$ cat config.mk
export PLATFORM = sky130hd
export DESIGN_NAME = block_sequencer
export DESIGN_NICKNAME = d
export VERILOG_FILES = /design/src/poly_pkg.sv /design/src/block_sequencer.sv
export SDC_FILE = /design/constraint.sdc
export NUM_CORES = 1
export LEC_CHECK = 0
export BUFFER_PORTS_ARGS = -buffer_cell sky130_fd_sc_hd__buf_2
export CAP_MARGIN = 30
export CORE_UTILIZATION = 40
export DETAILED_ROUTE_END_ITERATION = 10
export PLACE_DENSITY = 0.76
export SYNTH_ARGS = -nofsm -noshare
export SYNTH_HDL_FRONTEND = slang
export SYNTH_SLANG_ARGS = --single-unit
$ cat constraint.sdc
create_clock -name clk -period 4.4 [get_ports clk]
set_input_delay 0.88 -clock clk [delete_from_list [all_inputs] [get_ports clk]]
set_output_delay 0.88 -clock clk [all_outputs]
set_load 0.1 [all_outputs]
$ cat src/poly_pkg.sv
// widths, vector typedefs, buffer and queue depths, FSM state enums

package poly_pkg;

	// --------------------
	// widths and depths
	localparam int ADDR_W     = 10;
	localparam int BUF_DEPTH  = 1024;
	localparam int COEF_W     = 16;
	localparam int ACC_W      = 32;
	localparam int DEG_W      = 5;
	localparam int CNT_W      = 5;
	localparam int FIFO_DEPTH = 4;

	// --------------------
	// vector types
	typedef logic [ADDR_W-1:0] addr_t;
	typedef logic [COEF_W-1:0] coef_t;
	typedef logic [COEF_W-1:0] point_t;
	typedef logic [ACC_W-1:0]  acc_t;
	typedef logic [DEG_W-1:0]  deg_t;
	typedef logic [CNT_W-1:0]  count_t;

	// --------------------
	// state machines
	typedef enum logic [2:0]
	{
		seq_idle,
		seq_issue,
		seq_wait,
		seq_next,
		seq_done
	} seq_state_t;

	typedef enum logic [1:0]
	{
		h_idle,
		h_read,
		h_last
	} horner_state_t;

endpackage

$ cat src/block_sequencer.sv
// block FSM running Horner evaluations over consecutive coefficient windows

`timescale 1ns/1ps

module block_sequencer
(
	input  logic             clk,
	input  logic             rst,
	input  logic             abort,
	input  logic             start_valid,
	output logic             start_ready,
	input  poly_pkg::addr_t  base_addr,
	input  poly_pkg::point_t x,
	input  poly_pkg::deg_t   degree,
	input  poly_pkg::count_t count,
	input  logic             space,
	output logic             eval_start,
	output poly_pkg::addr_t  eval_base,
	output poly_pkg::point_t eval_x,
	output poly_pkg::deg_t   eval_degree,
	input  logic             eval_done,
	input  poly_pkg::acc_t   eval_result,
	output logic             push,
	output poly_pkg::acc_t   push_data,
	output logic             done
);

	poly_pkg::seq_state_t state;
	poly_pkg::seq_state_t next_state;
	poly_pkg::addr_t      base_q;
	poly_pkg::point_t     x_q;
	poly_pkg::deg_t       degree_q;
	poly_pkg::count_t     count_q;
	poly_pkg::count_t     win;      // current window j.
	logic                 accept;
	logic                 last_win;

	assign accept   = start_valid && start_ready;
	assign last_win = (poly_pkg::count_t'(win + 1'b1) == count_q);

	// --------------------
	// outputs
	assign start_ready = (state == poly_pkg::seq_idle);
	assign eval_start  = (state == poly_pkg::seq_issue) && space;
	assign eval_base   = base_q + poly_pkg::addr_t'(win);
	assign eval_x      = x_q;
	assign eval_degree = degree_q;
	assign push        = (state == poly_pkg::seq_wait) && eval_done;
	assign push_data   = eval_result;
	assign done        = (state == poly_pkg::seq_done);

	always_comb
	begin
		next_state = state;
		case (state)
			poly_pkg::seq_idle:
			begin
				if (accept)
				begin
					next_state = (count == '0) ? poly_pkg::seq_done : poly_pkg::seq_issue;
				end
			end
			poly_pkg::seq_issue:
			begin
				if (space)
				begin
					next_state = poly_pkg::seq_wait;   // slot reserved.
				end
			end
			poly_pkg::seq_wait:
			begin
				if (eval_done)
				begin
					next_state = poly_pkg::seq_next;
				end
			end
			poly_pkg::seq_next:
			begin
				next_state = last_win ? poly_pkg::seq_done : poly_pkg::seq_issue;
			end
			poly_pkg::seq_done:
			begin
				next_state = poly_pkg::seq_idle;
			end
			default:
			begin
				next_state = poly_pkg::seq_idle;
			end
		endcase
	end

	always_ff @(posedge clk, negedge rst)
	begin
		if (!rst)
		begin
			state <= poly_pkg::seq_idle;
			win   <= '0;
		end
		else if (abort)
		begin
			state <= poly_pkg::seq_idle;
			win   <= '0;
		end
		else
		begin
			state <= next_state;
			if (accept)
			begin
				win <= '0;
			end
			else if (state == poly_pkg::seq_next)
			begin
				win <= win + 1'b1;
			end
		end
	end

	// block parameters.
	always_ff @(posedge clk)
	begin
		if (accept)
		begin
			base_q   <= base_addr;
			x_q      <= x;
			degree_q <= degree;
			count_q  <= count;
		end
	end

endmodule

==> metrics.md <==
| Metric | Value |
|---|---|
| Status | `complete, no violations` |
| Synth Register Bits | `44` |
| Layout area overhead | `14.2%` |
| Clk slew on worst S/H paths | `0.08 ns` |
| Num CTS Buffers | `5` |
| Synth area leader | `edfxtp_1` |
| CP Max Fanout | `6` |
| Die Area | `0.00591 sq mm` |
| Initial core utilization | `about 43%` |
| Finished Layout Cells | `between 200 and 300` |
| Min Tclk post-route | `3.65 ns` |
| Main synth FF type | `edfxtp_1` |
| Total GRT Usage | `approximately 15%` |
| Clk_lat worst skew | `0.29 ns` |
| First-pass GRT wire length | `6680 um` |
| Synth top cells by count | `edfxtp_1, buf_4, nor2_1, nor3b_1` |
| Clk pwr share | `a little over a quarter` |
| Site Rows | `26` |
| Asr flop ratio synth | `18.2%` |
| RSZ-0062 raised after global routing | `no` |
| Max Clk Rate | `274 MHz` |
| Compound-Gate Fraction of Synth Area | `about 6.6%` |
| GR Util met3 | `5.83%` |
| Synthesized area per cell | `12.6 sq um` |
| Routed wire length | `4080 um` |
| Final Total Pwr | `0.00108 W` |
| Clock skew | `0.00273 ns` |
| HP Class | `in -> async` |
| P_int | `0.000705 W` |
| CP endpoint kind | `primary output` |
| Largest net degree at the start of global routing | `22` |
| TritonCTS Sinks | `44` |
| Die width | `76.9 um` |
| Max IR drop VDD | `347 uV` |
| Final-report setup violation count | `0` |
| Critical path data arrival time | `about 2.8 ns` |
| Vias per cell | `about 5` |
| GRT busiest layer | `met2` |
| Comb pwr share | `26.1%` |
| Yosys cell types | `41` |
| Actual slew at the worst max-slew pin | `between 0.9 and 1 ns` |
| Drt first pass iters | `4` |
| Worst setup SP type | `flip-flop` |
| Post-DP Area | `0.00245 sq mm` |
| Nets | `just over 300` |
| RR Startpoint | `state[1]$_DFFE_PN0P_` |
| Sw Share | `34.8%` |
| Hold Buf Count CTS | `0` |
| Reg power frac | `46.7%` |
| Share of the synthesized area in the top cell type | `roughly half` |
| Final slew viol count | `0` |
| CTS root buf | `clkbuf_8` |
| CTS tree | `yes` |
| Synth area leaders | `edfxtp_1, buf_4, dfrtp_1` |
| Crit-path slowest cell | `dfrtp_1` |
| Cell family with most CP delay | `compound AO/OA/AOI/OAI gates` |
| Setup_tns | `0 ns` |
| Cells after DPL | `288` |
| Cells after Synth | `178` |
| Die Ht | `about 77 um` |
| Final Hold Viols | `0` |
| Cell area power density | `between 400 and 500 mW/mm^2` |
| Adder-cell share of the synthesized area | `under 10%` |
| Switch Pwr | `approximately 0.00038 W` |
| Iteration-0 DRC count of the detailed router | `between 40 and 50` |
| DR vias | `1,465` |
| DRC violations left | `0` |
| Static leakage power | `around 1.1 nW` |
| Max-cap viol count | `0` |
| Worst Path Required | `3.52 ns` |
| Syn nets | `259` |
| Post-DP HPWL | `3220 um` |
| Main combinational cell family by area after synthesis | `simple AND/OR/NAND/NOR gates` |
| ANT nets after route | `0` |
| Initial antenna violation count | `0` |
| Wire per inst | `13.8 um` |
| M1 GR Usage | `15.4%` |
| Port-buffer cells | `76` |
| Worst setup startpoint | `win[0]$_DFFE_PN0P_` |
| Max-Slew Margin vs Limit | `39.0%` |
| Vias in the first global route | `1,558` |
| Number of diodes | `0` |
| Post-route cell area | `0.00256 sq mm` |
| EDFF count, synth | `36` |
| Ratio of cells with drive above 1 in the final layout | `38.9%` |
| Worst path bufs/invs | `1` |
| Yosys warning count | `0` |
| Ports | `approximately 140` |
| Post-Synthesis Cell Area | `around 0.0022 sq mm` |
| Sequential fraction of the synthesis area | `between 50% and 60%` |
| Final Cycle Share | `roughly 83%` |
| Postcts setup bufs | `0` |
| Portion of netlist area occupied by mux cells | `0.948%` |
| XOR/XNOR share of the synthesized area | `under 10%` |
| Post-CTS sizing | `0` |
| Top-count cell post-synth | `edfxtp_1` |
| Synth Area in Simple Gates | `around an eighth` |
| M2 GR Usage | `24.5%` |
| Grt ovf | `0` |
| Core Area | `0.00524 sq mm` |
| CP cell instances | `ha_1 -> fa_1 -> a21o_1 -> a21oi_1 -> nor2_1 -> o2111ai_1 -> xnor2_1 -> buf_2` |
| Placer Congestion | `0.777` |
| CTS H-tree lvls | `2` |
| Worst path max stage delay | `0.46 ns` |
| Worst-case clock buffer depth | `2` |
| Crit Path Class | `reg -> out` |
[layout by cell type (no fill, tap or decap), drive strengths merged, types with 2 or more instances in the layout]
cell type	synthesis	routed
buf	36	77
edfxtp	36	36
nor3b	9	9
nor2	9	9
nand2	8	8
xor2	8	8
dfrtp	8	8
xnor2	7	7
o21ai	6	6
ha	6	6
clkbuf	1	6
nand4	4	4
a21oi	4	4
or4	4	4
inv	3	3
a21o	2	2
nand2b	2	2
nand3	2	2
nor3	2	2
and2	2	2
a211oi	2	2
[metrics by stage]
step,hold slack [ns],worst slack (ns),utilization [%]
finish,0.418,0.750,48.9
global route,0.419,0.575,48.9
CTS,0.417,0.721,48.9
detailed placement,0.608,1.06,46.9
global placement,0.586,1.17,46.9
floorplan,0.547,0.240,-
[sequential cells by signal, indices dropped and copies added (netlist names)]
| register | flops |
|---|---|
| state | 3 |
| base_q | 10 |
| count_q | 5 |
| eval_degree | 5 |
| win | 5 |
| eval_x | 16 |
[logic make-up (layout without fill, tap and decap cells)]
| family | Yosys count | after routing |
|---|---|---|
| AND/OR/NAND/NOR | 48 | 48 |
| flip-flops | 44 | 44 |
| buffers and inverters | 40 | 88 |
| AO/OA/AOI/OAI | 22 | 22 |
| XOR/XNOR | 15 | 15 |
| adder cells (fa/ha/maj) | 7 | 7 |
| multiplexers | 2 | 2 |
[power groups by stage]
| stage | logic [W] | clock network (W) | registers, W |
|---|---|---|---|
| 6_report | 0.000282 | 0.000294 | 0.000504 |
| 5_1_grt | 0.000293 | 0.000317 | 0.000508 |
| 4_1_cts | 0.000284 | 0.000303 | 0.000504 |
| 3_5_place_dp | 0.000283 | 0 | 0.000514 |
| 3_3_place_gp | 0.000281 | 0 | 0.000512 |
| 2_1_floorplan | 0.000260 | 0 | 0.000620 |
[final timing paths]
kind                            slack (ns)  cells after the start              endpoint
worst max-delay path                  0.75                      8          eval_base[8]
worst min-delay path                  0.42                      1    win[0]$_DFFE_PN0P_
worst max register to register        2.12                      3  count_q[3]$_DFFE_PP_
worst min register to register        0.62                      2    win[4]$_DFFE_PN0P_
max in group asynchronous             3.81                      1    win[4]$_DFFE_PN0P_
min in group clk                      0.62                      2    win[4]$_DFFE_PN0P_
[area by class of cell]
type                       instances  area (sq um)
clock buffer                       6          72.6
clock inverter                     2          35.0
fill                             460          2680
inverter                           3          11.3
multi-input combinational         94           687
sequential                        44          1280
tap                               70          87.6
timing repair buffer              77           388
[layer usage]
| layer | part of all wire (%) | wire (um) | vias to the layer above |
|---|---|---|---|
| met5 | 0 | 0 | - |
| met1 | 39 | 1590 | 673 |
| met4 | 2.9 | 119 | 0 |
| met2 | 48 | 1960 | 65 |
| met3 | 10 | 408 | 21 |
| li1 | - | - | 706 |
No activity file was read; power rests on OpenSTA's default activity.
