[config.mk]
export PLATFORM = sky130hd
export DESIGN_NAME = horner_unit
export DESIGN_NICKNAME = d
export VERILOG_FILES = /design/src/poly_pkg.sv /design/src/horner_unit.sv
export SDC_FILE = /design/constraint.sdc
export NUM_CORES = 1
export LEC_CHECK = 0
export BUFFER_PORTS_ARGS = -buffer_cell sky130_fd_sc_hd__buf_4
export CAP_MARGIN = 20
export CORE_AREA = 4 4 186 188
export CTS_CLUSTER_SIZE = 16
export DETAILED_ROUTE_END_ITERATION = 12
export DIE_AREA = 0 0 190 192
export GPL_TIMING_DRIVEN = 0
export SLEW_MARGIN = 20
export SYNTH_ARGS = -nofsm -noshare
export SYNTH_HDL_FRONTEND = slang
export SYNTH_SLANG_ARGS = --single-unit
[constraint.sdc]
create_clock -name clk -period 14.59 [get_ports clk]
set_input_delay 2.1885 -clock clk [delete_from_list [all_inputs] [get_ports clk]]
set_output_delay 2.1885 -clock clk [all_outputs]
set_load 0.03 [all_outputs]
[src/poly_pkg.sv]
// widths, vector typedefs, buffer and queue depths, FSM state enums

package poly_pkg;

	// --------------------
	// widths and depths
	localparam int ADDR_W     = 10;
	localparam int BUF_DEPTH  = 1024;
	localparam int COEF_W     = 16;
	localparam int ACC_W      = 32;
	localparam int DEG_W      = 5;
	localparam int CNT_W      = 5;
	localparam int FIFO_DEPTH = 4;

	// --------------------
	// vector types
	typedef logic [ADDR_W-1:0] addr_t;
	typedef logic [COEF_W-1:0] coef_t;
	typedef logic [COEF_W-1:0] point_t;
	typedef logic [ACC_W-1:0]  acc_t;
	typedef logic [DEG_W-1:0]  deg_t;
	typedef logic [CNT_W-1:0]  count_t;

	// --------------------
	// state machines
	typedef enum logic [2:0]
	{
		seq_idle,
		seq_issue,
		seq_wait,
		seq_next,
		seq_done
	} seq_state_t;

	typedef enum logic [1:0]
	{
		h_idle,
		h_read,
		h_last
	} horner_state_t;

endpackage

[src/horner_unit.sv]
// Horner evaluator streaming coefficients from the buffer, highest power first

`timescale 1ns/1ps

module horner_unit
(
	input  logic             clk,
	input  logic             rst,
	input  logic             abort,
	input  logic             eval_start,
	input  poly_pkg::addr_t  eval_base,
	input  poly_pkg::point_t x,
	input  poly_pkg::deg_t   degree,
	output logic             rd_en,
	output poly_pkg::addr_t  rd_addr,
	input  poly_pkg::coef_t  rd_data,
	output logic             eval_done,
	output poly_pkg::acc_t   eval_result
);

	poly_pkg::horner_state_t state;
	poly_pkg::deg_t          remain;   // reads left after the current one.
	poly_pkg::acc_t          acc;
	logic                    rd_valid;
	logic                    rd_last;

	assign rd_en       = (state == poly_pkg::h_read);
	assign eval_result = acc;

	// --------------------
	// control
	always_ff @(posedge clk, negedge rst)
	begin
		if (!rst)
		begin
			state     <= poly_pkg::h_idle;
			remain    <= '0;
			rd_valid  <= 1'b0;
			rd_last   <= 1'b0;
			eval_done <= 1'b0;
		end
		else if (abort)
		begin
			state     <= poly_pkg::h_idle;
			rd_valid  <= 1'b0;
			rd_last   <= 1'b0;
			eval_done <= 1'b0;
		end
		else
		begin
			rd_valid  <= rd_en;
			rd_last   <= rd_en && (remain == '0);
			eval_done <= rd_last;   // last word folded in this edge.
			case (state)
				poly_pkg::h_idle:
				begin
					if (eval_start)
					begin
						remain <= degree;
						state  <= poly_pkg::h_read;
					end
				end
				poly_pkg::h_read:
				begin
					if (remain == '0)
					begin
						state <= poly_pkg::h_last;
					end
					else
					begin
						remain <= remain - 1'b1;
					end
				end
				poly_pkg::h_last:
				begin
					if (rd_last)
					begin
						state <= poly_pkg::h_idle;
					end
				end
				default:
				begin
					state <= poly_pkg::h_idle;
				end
			endcase
		end
	end

	// --------------------
	// datapath
	always_ff @(posedge clk)
	begin
		if (state == poly_pkg::h_idle && eval_start)
		begin
			rd_addr <= eval_base + poly_pkg::addr_t'(degree);
			acc     <= '0;
		end
		else
		begin
			if (rd_en)
			begin
				rd_addr <= rd_addr - 1'b1;   // walk down to base.
			end
			if (rd_valid)
			begin
				acc <= acc * poly_pkg::acc_t'(x) + poly_pkg::acc_t'(rd_data);
			end
		end
	end

endmodule

==> run summary <==
The routability-driven placement congestion ratio is approximately 0.95. In this design, the stage delay of the slowest critical-path cell is 0.72 ns. The final critical path time including I/O delays and setup is approximately 9 ns.

The region available for standard cell placement spans between 0.03 and 0.04 mm2. The maximum achievable frequency came out at about 110 MHz. The final worst-path cycle share is approximately 63%.

STA puts the critical path data arrival time at 9.41 ns. The clock skew is ~0.008 ns. The fraction of registers with async set/reset came out at 19.2%. In this run the post-CTS setup repair buffer count came out at 0. The floorplan step set the die width to 190 um. The buffer and inverter count on the worst path is 6.

The average size of a mapped cell came out at a little under 9 um2. Synthesis produced a netlist whose cell count is 1697. Setup violations remaining at the end of the flow were counted as 0. The run finished with clean final reports. The final number of max-transition violations was 0.

The clock latency reported for the late side of the worst-skew pair came out at 0.30 ns. Across all layers, the routed design uses 11293 vias. The net count after synthesis came out at 2159. Walking the worst path, the cells encountered are buf_4 > clkbuf_1 > clkbuf_1 > nand2_1 > fa_1 > fa_1 > fa_1 > inv_1 > fa_1 > fa_1 > inv_1 > fa_1 > inv_1 > ha_1 > and4_1 > a221oi_1 > nor2b_1 > a211oi_2 > o21bai_1 > a31oi_1 > xor2_1 > a21oi_1. After the first detailed-routing iteration, the DRC count stood at approximately 650. The final antenna diode count came out at 0. For this run the aggregate overflow at the end of global routing stands at 0. Once detailed placement completed, the half-perimeter wirelength came to roughly 36000 um. The via count of the first global-routing pass is between 10000 and 15000.

The warning count from the yosys run came out at 0. The H-tree depth reported by CTS is 2. The total global-route track usage came out at 24.9%. In this run the clock root is driven by a sky130_fd_sc_hd__clkbuf_16.

The relative slew slack came out at between 30 and 40%. The maximum number of buffers from clock root to sink came out at 2. Setup repair after global routing left no endpoint under its margin. The die height came out at 192 um. Using the TritonRoute via totals, the vias-per-cell ratio works out to 5.03. After clock tree synthesis, the repair step resized 0 gates.

95 I/O pins were placed. The cell type of the slowest stage on the worst timing path is sky130_fd_sc_hd__clkbuf_1. The number of synthesized flops with an enable pin is 10. The layout has 3277 filler cells.

The number of maximum-capacitance violations came out at 0. Dividing the detail-routed wire length by the instance count gives 19.4 um. The floorplan step defined a die boundary enclosing 0.0365 mm2. The worst setup path is of the in -> reg kind.

The most used flip-flop cell after synthesis is sky130_fd_sc_hd__dfxtp_1. The critical path's most frequent cell is sky130_fd_sc_hd__fa_1. After detailed routing, the number of remaining DRC violations is 0. The transition time of the tightest slew-check pin came out at 0.908 ns.

In the final layout, the share of cells above drive strength 1 is 6.51%. The register clock-pin slew on the reported worst setup and hold paths came out at 0.07 ns. The type of element launching the critical path is an input pin.

The number of placement rows is 67. The initial core utilization is between 40 and 50%. The final count of hold timing violations is 0. The first global-routing pass estimated between 60000 and 70000 um of wire. The number of flip-flops and latches in the synthesized netlist came out at 52. Broken down by cell family, the worst path's largest delay share belongs to adder cells. The wire length after detailed routing came out at 43700 um. The maximum number of pins on one net before global-route repair came out at 18. Of the synthesized area, sequential elements account for 8.11%. In this run, distinct cell masters in the synthesized netlist total 59. The initial antenna violation count is 2.

The netlist area before placement came out at 0.0147 mm2. STA classifies the critical path endpoint as a register. The remaining antenna violation count came out at 0. The post-synthesis to final-layout area growth is 9.57%. The maximum fanout along the worst path is 10. In this run the worst hold path is classified as reg -> reg.

The summed negative setup slack over all endpoints came out at 0 ns. The post-cts hold buffer count came out at 0. The total of buffers placed on input and output ports came out at 93. The layout net count came out at roughly 2300. The TritonCTS buffer count came out at 5. At the worst endpoint, the required time is 14.75 ns. The CTS tree is built. The iteration count of the initial detailed-routing pass is 6. The number of sinks on the clock net is 52.
## cells by family after synthesis
group                    after synthesis  synth area share (%)
AO/OA/AOI/OAI                        118                  5.42
XOR/XNOR                              70                  4.17
adder cells (fa/ha/maj)              411                  51.4
buffers and inverters                508                  13.0
flip-flops                            52                  8.11
multiplexers                          15                  1.02
AND/OR/NAND/NOR                      523                  16.9
## registers in the layout, indices dropped and copies added, names as in the netlist
register	count
eval_result	32
rd_addr	10
remain	5
state	2
eval_done	1
rd_last	1
rd_valid	1
## path summary, 6_finish.rpt
check / startpoint / to / slack, ns / cells after the start
setup / recovery: x[2] / eval_result[21] / 5.33 / 22
hold / removal: rd_last / eval_done / 0.53 / 1
setup reg to reg: eval_result[11] / eval_result[21] / 7.29 / 20
hold reg to reg: rd_last / eval_done / 0.53 / 1
max in group asynchronous: rst / remain[0] / 12.73 / 1
min in group asynchronous: rst / rd_last / 1.71 / 1
## layer usage
metal | track usage [%] | wire [um]
met3 | 3.25 | 2720
met4 | 7.96 | 1760
met1 | 34.0 | 18800
met2 | 41.3 | 20400
met5 | 0 | 23
## metrics by stage
step | cells | setup WS, ns | util [%] | hold WS [ns] | instance area, um2
6_report | 2246 | 5.33 | 48.6 | 0.532 | 16100
4_1_cts | 2246 | 5.44 | 48.6 | 0.528 | 16100
3_5_place_dp | 2238 | 5.15 | 48.2 | 0.515 | 15900
2_1_floorplan | 1697 | 6.82 | - | 0.465 | 14700
5_1_grt | 2246 | 5.09 | 48.6 | 0.538 | 16100
3_3_place_gp | 2238 | 5.16 | 48.2 | 0.494 | 15900
## area by class of cell
type                            instances  area [um2]  area share, %
Clock inverter                          3        21.3          0.132
Timing Repair Buffer                   93         698           4.34
Multi-Input combinational cell       1137       11600           72.0
Clock buffer                            5         125          0.777
Sequential cell                        52        1190           7.40
Tap cell                              448         561           3.48
Buffer                                 69         260           1.62
Inverter                              439        1650           10.2
## cells in the final DEF, fill, tap and decap left out, types with 15 or more instances in the layout
| cell type | netlist | layout |
|---|---|---|
| sky130_fd_sc_hd__and2_1 | 163 | 163 |
| sky130_fd_sc_hd__dfxtp_1 | 32 | 32 |
| sky130_fd_sc_hd__a21oi_1 | 29 | 29 |
| sky130_fd_sc_hd__o21ai_0 | 28 | 28 |
| sky130_fd_sc_hd__nand2_1 | 266 | 266 |
| sky130_fd_sc_hd__nor2_1 | 49 | 49 |
| sky130_fd_sc_hd__xnor2_1 | 49 | 49 |
| sky130_fd_sc_hd__xor2_1 | 21 | 21 |
| sky130_fd_sc_hd__mux2i_1 | 15 | 15 |
| sky130_fd_sc_hd__ha_1 | 91 | 91 |
| sky130_fd_sc_hd__inv_1 | 438 | 438 |
| sky130_fd_sc_hd__fa_1 | 320 | 320 |
| sky130_fd_sc_hd__buf_4 | 0 | 93 |
| sky130_fd_sc_hd__clkbuf_1 | 67 | 67 |
## Yosys cell counts (3+ instances only)
cell	number	area, um2
sky130_fd_sc_hd__nand2b_1	12	75.1
sky130_fd_sc_hd__nand3_1	7	35.0
sky130_fd_sc_hd__o21ai_0	28	140
sky130_fd_sc_hd__nor2b_1	4	25.0
sky130_fd_sc_hd__nor3_1	5	25.0
sky130_fd_sc_hd__inv_1	438	1640
sky130_fd_sc_hd__edfxtp_1	10	300
sky130_fd_sc_hd__o211ai_1	4	30.0
sky130_fd_sc_hd__o21ai_1	3	15.0
sky130_fd_sc_hd__and2_1	163	1020
sky130_fd_sc_hd__a31o_2	3	26.3
sky130_fd_sc_hd__dfxtp_1	32	641
sky130_fd_sc_hd__xor2_1	21	184
sky130_fd_sc_hd__a21o_1	9	67.6
sky130_fd_sc_hd__clkbuf_1	67	251
sky130_fd_sc_hd__o21bai_1	4	30.0
sky130_fd_sc_hd__dfrtp_1	10	250
sky130_fd_sc_hd__a31oi_1	3	18.8
sky130_fd_sc_hd__ha_1	91	1140
sky130_fd_sc_hd__a21oi_1	29	145
sky130_fd_sc_hd__xnor2_1	49	429
sky130_fd_sc_hd__nand2_1	266	998
sky130_fd_sc_hd__a211oi_1	7	52.6
sky130_fd_sc_hd__nor2_1	49	184
sky130_fd_sc_hd__o22ai_1	6	37.5
sky130_fd_sc_hd__mux2i_1	15	150
sky130_fd_sc_hd__o21a_1	4	30.0
sky130_fd_sc_hd__fa_1	320	6410
Power is left out: the tool's default activity adds up to more than one toggle a clock period on the data nets, which glitch-free logic cannot reach.
