`src/poly_pkg.sv`:
```
// widths, vector typedefs, buffer and queue depths, FSM state enums

package poly_pkg;

	// --------------------
	// widths and depths
	localparam int ADDR_W     = 10;
	localparam int BUF_DEPTH  = 1024;
	localparam int COEF_W     = 16;
	localparam int ACC_W      = 32;
	localparam int DEG_W      = 5;
	localparam int CNT_W      = 5;
	localparam int FIFO_DEPTH = 4;

	// --------------------
	// vector types
	typedef logic [ADDR_W-1:0] addr_t;
	typedef logic [COEF_W-1:0] coef_t;
	typedef logic [COEF_W-1:0] point_t;
	typedef logic [ACC_W-1:0]  acc_t;
	typedef logic [DEG_W-1:0]  deg_t;
	typedef logic [CNT_W-1:0]  count_t;

	// --------------------
	// state machines
	typedef enum logic [2:0]
	{
		seq_idle,
		seq_issue,
		seq_wait,
		seq_next,
		seq_done
	} seq_state_t;

	typedef enum logic [1:0]
	{
		h_idle,
		h_read,
		h_last
	} horner_state_t;

endpackage

```
`src/result_fifo.sv`:
```
// four-entry result queue with valid/ready output and synchronous clear

`timescale 1ns/1ps

module result_fifo
(
	input  logic           clk,
	input  logic           rst,
	input  logic           clear,
	input  logic           push,
	input  poly_pkg::acc_t push_data,
	output logic           space,
	output logic           res_valid,
	input  logic           res_ready,
	output poly_pkg::acc_t res_data
);

	poly_pkg::acc_t mem [poly_pkg::FIFO_DEPTH];

	logic [$clog2(poly_pkg::FIFO_DEPTH)-1:0]   wr_ptr;
	logic [$clog2(poly_pkg::FIFO_DEPTH)-1:0]   rd_ptr;
	logic [$clog2(poly_pkg::FIFO_DEPTH+1)-1:0] used;
	logic                                      wr;
	logic                                      rd;

	assign space     = (used < poly_pkg::FIFO_DEPTH);
	assign res_valid = (used != '0);
	assign res_data  = mem[rd_ptr];

	assign wr = push && space;
	assign rd = res_valid && res_ready;

	always_ff @(posedge clk, negedge rst)
	begin
		if (!rst)
		begin
			wr_ptr <= '0;
			rd_ptr <= '0;
			used   <= '0;
		end
		else if (clear)
		begin
			wr_ptr <= '0;
			rd_ptr <= '0;
			used   <= '0;
		end
		else
		begin
			if (wr)
			begin
				wr_ptr <= wr_ptr + 1'b1;   // wraps at depth.
			end
			if (rd)
			begin
				rd_ptr <= rd_ptr + 1'b1;
			end
			if (wr && !rd)
			begin
				used <= used + 1'b1;
			end
			else if (rd && !wr)
			begin
				used <= used - 1'b1;
			end
		end
	end

	always_ff @(posedge clk)
	begin
		if (wr)
		begin
			mem[wr_ptr] <= push_data;
		end
	end

endmodule

```
`config.mk`:
```
export PLATFORM = sky130hd
export DESIGN_NAME = result_fifo
export DESIGN_NICKNAME = d
export VERILOG_FILES = /design/src/poly_pkg.sv /design/src/result_fifo.sv
export SDC_FILE = /design/constraint.sdc
export NUM_CORES = 1
export LEC_CHECK = 0
export BUFFER_PORTS_ARGS = -buffer_cell sky130_fd_sc_hd__clkbuf_2
export CAP_MARGIN = 20
export CORE_ASPECT_RATIO = 0.9
export CORE_MARGIN = 3
export CORE_UTILIZATION = 43
export DETAILED_ROUTE_END_ITERATION = 6
export HOLD_SLACK_MARGIN = 0.02
export PLACE_DENSITY = 0.7
export RECOVER_POWER = 50
export SYNTH_ARGS = -nofsm -noshare
export SYNTH_HDL_FRONTEND = slang
export SYNTH_SLANG_ARGS = --single-unit
```
`constraint.sdc`:
```
create_clock -name clk -period 4.4 [get_ports clk]
set_input_delay 0 -clock clk [delete_from_list [all_inputs] [get_ports clk]]
set_output_delay 0 -clock clk [all_outputs]
set_load 0.05 [all_outputs]
```
==> impl_metrics.csv, run 1 <==
group,metric,value,unit
detailed_routing,wl_per_cell,17.9,um
cells_and_area,diodes,0,
global_route,antenna_found_initial,0,
job,drv_cap,0,
timing,finalHoldViolations,0,
timing,min_period,2.73,ns
setup_path,cp_slowest_cell,"dfrtp_1",
clock_tree,cts_root_buf,"clkbuf_16",
detailed_routing,drc,0,
detailed_routing,wirelength,9100,um
cells_and_area,nNetsFinal,384,
setup_path,cp-end-kind,"output port",
clock_tree,clk_pin_slew,0.06,ns
timing,fin_skew,0.00766,ns
timing,finalSetupTns,0,ns
global_route,grt_pass1_wl,14400,um
power,p_switching,0.00132,W
detailed_routing,num_vias,2575,
die,core-area,11600,sq um
timing,fmax,366,MHz
synth,synth-seq-cells,135,
synth,synthesis.instances,228,
setup_path,critPathLaunchType,"register",
detailed_routing,dr.pass1.iters,4,
global_route,track_usage,0.146,
global_route,use_met1,0.193,
placement,port_buffers,70,
power,seqPwrFrac,0.415,
die,dieHeight,110,um
die,rows,37,
setup_path,crit_buf_inv,2,
global_route,grt_pass1_vias,2683,
cells_and_area,layout_commonest_cell,"edfxtp_1",
setup_path,cp.arrival,2.73,ns
timing,max_slew_margin,0.373,
timing,slew_violations,0,
synth,synth_area_leader_cell,"edfxtp_1",
synth,synth_nets,270,
synth,synth_edf_count,128,
timing,worst_pin_slew,0.941,ns
power,p_comb_frac,0.268,
power,p_clk_frac,0.317,
placement,dpl.hpwl,5620,um
cells_and_area,syn_to_final_growth,24.9,%
power,ir_worst_vdd,298,uV
synth,yosysTopAreaCellShare,0.738,
power,swShare,0.331,
placement,gp_congestion,0.745,
setup_path,required,4.40,ns
global_route,grt_overflow,0,
detailed_routing,viasPerCell,5.06,
global_route,top_usage_layer,"met2",
timing,fin_crit_sh,0.621,
clock_tree,cts_tree,"built",
synth,async_reset_ff_frac,0.0519,
clock_tree,cts_sinks,135,
die,io_pins,71,
setup_path,worstPathMaxFanout,19,
synth,synthDistinctLibCells,36,
clock_tree,cts_made_buffers,17,
die,die-area,13500,sq um
timing,setup_violations,0,
global_route,grt_use_met3,0.0464,
synth,synth-main-ff-cell,"edfxtp_1",
clock_tree,post_cts_buffers,0,
setup_path,critPathTopFamily,"flip-flops",
cells_and_area,drive_gt1_frac,0.272,
detailed_routing,drt-initial-drc-count,146,
setup_path,worst-setup-path-type,"register to output port",
setup_path,cp_cell_sequence,"buf_4 > mux4_2 > clkbuf_2",
synth,ys_seq_area_frac,0.772,
timing,holdWs,0.0499,ns
detailed_routing,ant_nets,0,
synth,syn_area,5210,sq um
synth,synthTopCellsByArea,"edfxtp_1 (74%), mux4_2 (14%), dfrtp_1 (3.4%)",
clock_tree,clk_latency,0.40,ns
global_route,grt_use_met2,0.235,
run_status,status,"finished clean",
power,p_leak,2.16,nW
die,die_w,122,um
clock_tree,h-tree-depth,4,
timing,rsz0062_at_grt,"false",
power,p_per_area,612,nW/um^2
worst_hold_path,hp-class,"input port to register",
synth,postSynthAreaPerCell,22.8,sq um
die,initial_core_util,0.448,
synth,synth_warnings,0,
power,p_int,0.00266,W
cells_and_area,final_cell_mix,"edfxtp_1 (128), clkbuf_1 (42), dlygate4sd3_1 (36), mux4_2 (32), clkbuf_2 (28)",
setup_path,cpPeakStageDelay,0.96,ns
global_route,grt_start_max_net_pins,34,
clock_tree,clock_path_buffers,2,
==> area by class of cell <==
type	instances	area (sq um)
clock buffer	17	425
clock inverter	13	110
fill	916	5120
inverter	5	18.8
multi-input combinational	76	1070
sequential	135	4020
tap	156	195
timing repair buffer	107	666
==> routing by layer <==
metal / part of all wire / vias to the layer above / wire length (um)
met1: 0.46 / 1324 / 4200
met4: 0.0069 / 0 / 63
met5: 0 / - / 0
met2: 0.48 / 71 / 4410
met3: 0.047 / 6 / 426
li1: - / 1174 / -
==> cells in the mapped netlist, types with 3 or more instances <==
cell type / n
and2_1: 5
buf_2: 3
buf_6: 5
dfrtp_1: 7
edfxtp_1: 128
ha_1: 4
inv_1: 5
mux4_2: 32
nand2b_1: 3
nor2_1: 5
==> power by group through the flow <==
stage / Clock, W / Sequential [W] / Combinational [W]
4_1_cts: 0.00128 / 0.00166 / 0.00110
6_report: 0.00126 / 0.00165 / 0.00106
2_1_floorplan: 0 / 0.00161 / 0.000924
5_1_grt: 0.00134 / 0.00167 / 0.00113
3_3_place_gp: 0 / 0.00168 / 0.00106
3_5_place_dp: 0 / 0.00168 / 0.00107
==> sequential cells by signal, summed over array words and instances (netlist names) <==
name / count
mem: 128
rd_ptr: 2
used: 3
wr_ptr: 2
==> worst register-to-register path: cells and delay by family (launching register included) <==
kind	cells	cell delay, ns
flip-flops	1	0.46
AND/OR/NAND/NOR	2	1.49
==> final timing paths <==
path / start / endpoint / slack [ns] / cells after the start
min in group asynchronous: rst / rd_ptr[0] / 0.57 / 3
worst min-delay path: res_ready / used[2] / 0.05 / 3
worst min register to register: wr_ptr[1] / wr_ptr[1] / 0.58 / 2
worst max-delay path: rd_ptr[0] / res_data[29] / 1.67 / 3
worst max register to register: used[2] / mem[3][6] / 2.07 / 2
max in group asynchronous: rst / rd_ptr[1] / 3.55 / 3
==> stage by stage <==
stage	setup WS [ns]	instances	total power (W)	utilization	area [sq um]
after detailed placement	2.27	443	0.00275	0.487	5660
after global placement	2.29	443	0.00274	0.487	5660
after floorplan	2.48	228	0.00254	-	5210
after CTS	1.90	509	0.00404	0.564	6560
final	1.67	509	0.00398	0.560	6500
after global routing	1.43	509	0.00414	0.560	6500
==> timing repair <==
item	CTS	global route
gates resized for setup	0	0
hold buffers	36	0
endpoints found under the hold margin	142	0
==> cells by family after synthesis <==
family / synth area share
AO/OA/AOI/OAI: 0.0219
XOR/XNOR: 0.00505
AND/OR/NAND/NOR: 0.0238
adder cells (fa/ha/maj): 0.0135
buffers and inverters: 0.0235
flip-flops: 0.772
multiplexers: 0.140
Power figures use the tool's default switching activity.
==> run 2, diff against run 1 <==
Settings changed: PLACE_DENSITY 0.7 to 0.72.
Clock period 4.4 ns to 2.48 ns, I/O delays scaled along.
==> run 2 against run 1 <==
Net effect:
- setup slack got worse by 1.3 ns
- design area increased by 3.3%
- non-clock buffer count grew 10
- critical endpoint is now res_data[12]
- sequential share of layout area decreased by 2.0 points
- critical path depth stayed put
- critical path type unchanged
==> impl_metrics.csv, run 2 (same netlist as run 1, synthesis figures left out) <==
group,metric,value,unit
die,rows,37,
detailed_routing,drc,0,
power,ir_worst_vdd,559,uV
cells_and_area,seq_area,4020,sq um
timing,slew_violations,0,
cells_and_area,drive_gt1_frac,0.315,
placement,gp_congestion,0.698,
die,initial_core_util,0.448,
timing,setup_violations,0,
cells_and_area,syn_to_final_growth,29.0,%
die,io_pins,71,
clock_tree,clk_latency,0.41,ns
detailed_routing,dr.pass1.iters,4,
placement,port_buffers,70,
timing,setup_slack,0.354,ns
clock_tree,cts_sinks,135,
run_status,status,"finished clean",
setup_path,worstPathMaxFanout,15,
job,drv_cap,0,
global_route,grt_start_max_net_pins,27,
detailed_routing,wl_per_cell,18.1,um
clock_tree,cts_tree,"built",
global_route,antenna_found_initial,0,
clock_tree,clock_path_buffers,2,
power,p_per_area,1120,nW/um^2
timing,finalSetupTns,0,ns
cells_and_area,diodes,0,
timing,worst_pin_slew,0.593,ns
global_route,grt_pass1_wl,15000,um
cells_and_area,nFillCells,864,
setup_path,critPathLaunchType,"register",
timing,fin_skew,0.00998,ns
detailed_routing,drt-initial-drc-count,228,
cells_and_area,largest_reg_flops,128,
detailed_routing,wirelength,9430,um
placement,dpl.hpwl,5900,um
cells_and_area,final_cell_mix,"edfxtp_1 (128), dlygate4sd3_1 (37), clkbuf_1 (36), clkbuf_2 (36), mux4_2 (32)",
cells_and_area,reg_top3,"mem (128), used (3)",
timing,fmax,470,MHz
global_route,track_usage,0.151,
setup_path,cp.arrival,2.13,ns
global_route,grt_pass1_vias,2799,
cells_and_area,post-route-util,0.578,
clock_tree,cts_root_buf,"clkbuf_16",
timing,finalHoldViolations,0,
cells_and_area,top_register,"mem",
timing,fin_crit_sh,0.857,
worst_hold_path,hp-class,"input port to register",
placement,dpl_cell_area,5770,sq um
timing,max_slew_margin,0.606,
cells_and_area,layout_commonest_cell,"edfxtp_1",
placement,dp_slack,0.718,ns
cells_and_area,nNetsFinal,394,
clock_tree,cts_made_buffers,17,
die,die_w,122,um
die,core-area,11600,sq um
timing,rsz0062_at_grt,"false",
clock_tree,post_cts_buffers,0,
detailed_routing,ant_nets,0,
power,p_leak,2.29,nW
die,die-area,13500,sq um
die,dieHeight,110,um
setup_path,cp-end-kind,"output port",
setup_path,worst-setup-path-type,"register to output port",
detailed_routing,viasPerCell,5.06,
detailed_routing,num_vias,2635,
clock_tree,h-tree-depth,4,
setup_path,required,2.48,ns
clock_tree,clk_pin_slew,0.06,ns
global_route,grt_overflow,0,
timing,min_period,2.13,ns
cells_and_area,post-route-cell-area,6720,sq um
cells_and_area,multi_input_area,1070,sq um
[run 2: cell types whose count changed in the layout (fill, tap and decap cells not counted), sizes merged]
| cell | before | now |
|---|---|---|
| buf | 1 | 9 |
| bufinv | 1 | 4 |
| clkbuf | 87 | 89 |
| clkinv | 7 | 5 |
| clkinvlp | 4 | 2 |
| inv | 6 | 8 |
| dlygate4sd3 | 36 | 37 |
[run 2: report_power, final]
group	internal, W	leakage, nW	switching (W)
registers	0.00276	1.26	0.000125
logic	0.000663	0.724	0.00135
clock network	0.00169	0.301	0.000920
total	0.00511	2.29	0.00240
[run 2: routing by layer]
metal	track usage	wire, um	vias up
met5	0	0	-
met4	0.0560	148	0
met3	0.0449	408	14
met2	0.239	4590	69
met1	0.203	4290	1353
li1	-	-	1199
[run 2: worst paths after layout]
check	startpoint	to	slack (ns)	cells past startpoint
setup / recovery	rd_ptr[0]	res_data[12]	0.35	3
hold / removal	push_data[20]	mem[3][20]	0.40	2
setup reg to reg	used[2]	mem[1][31]	0.41	4
hold reg to reg	wr_ptr[1]	wr_ptr[1]	0.61	2
max in group asynchronous	rst	rd_ptr[1]	1.65	3
min in group asynchronous	rst	used[1]	0.55	3
[run 2: worst max-delay path, stage by stage, from the launching register on]
cell and delay, ns:
dfrtp_2 0.53, buf_4 0.36, mux4_2 0.55, clkbuf_2 0.25
[run 2: final cells by class]
cell class,count,area share
Clock buffer,18,0.0639
Clock inverter,14,0.0294
Inverter,5,0.00279
Multi-Input combinational cell,76,0.159
Sequential cell,135,0.599
Tap cell,156,0.0291
Timing Repair Buffer,117,0.117
[run 2: repair_timing]
action	in CTS	in global routing
resized for setup	0	0
hold buffers	37	0
endpoints found under the hold margin	142	0
[run 2: per-stage QoR]
stage          instances  hold WS [ns]  total power [W]
2_1_floorplan        228        -0.296          0.00450
3_3_place_gp         452        -0.141          0.00490
3_5_place_dp         452        -0.142          0.00494
4_1_cts              521         0.341          0.00760
5_1_grt              521         0.411          0.00780
6_report             521         0.403          0.00751
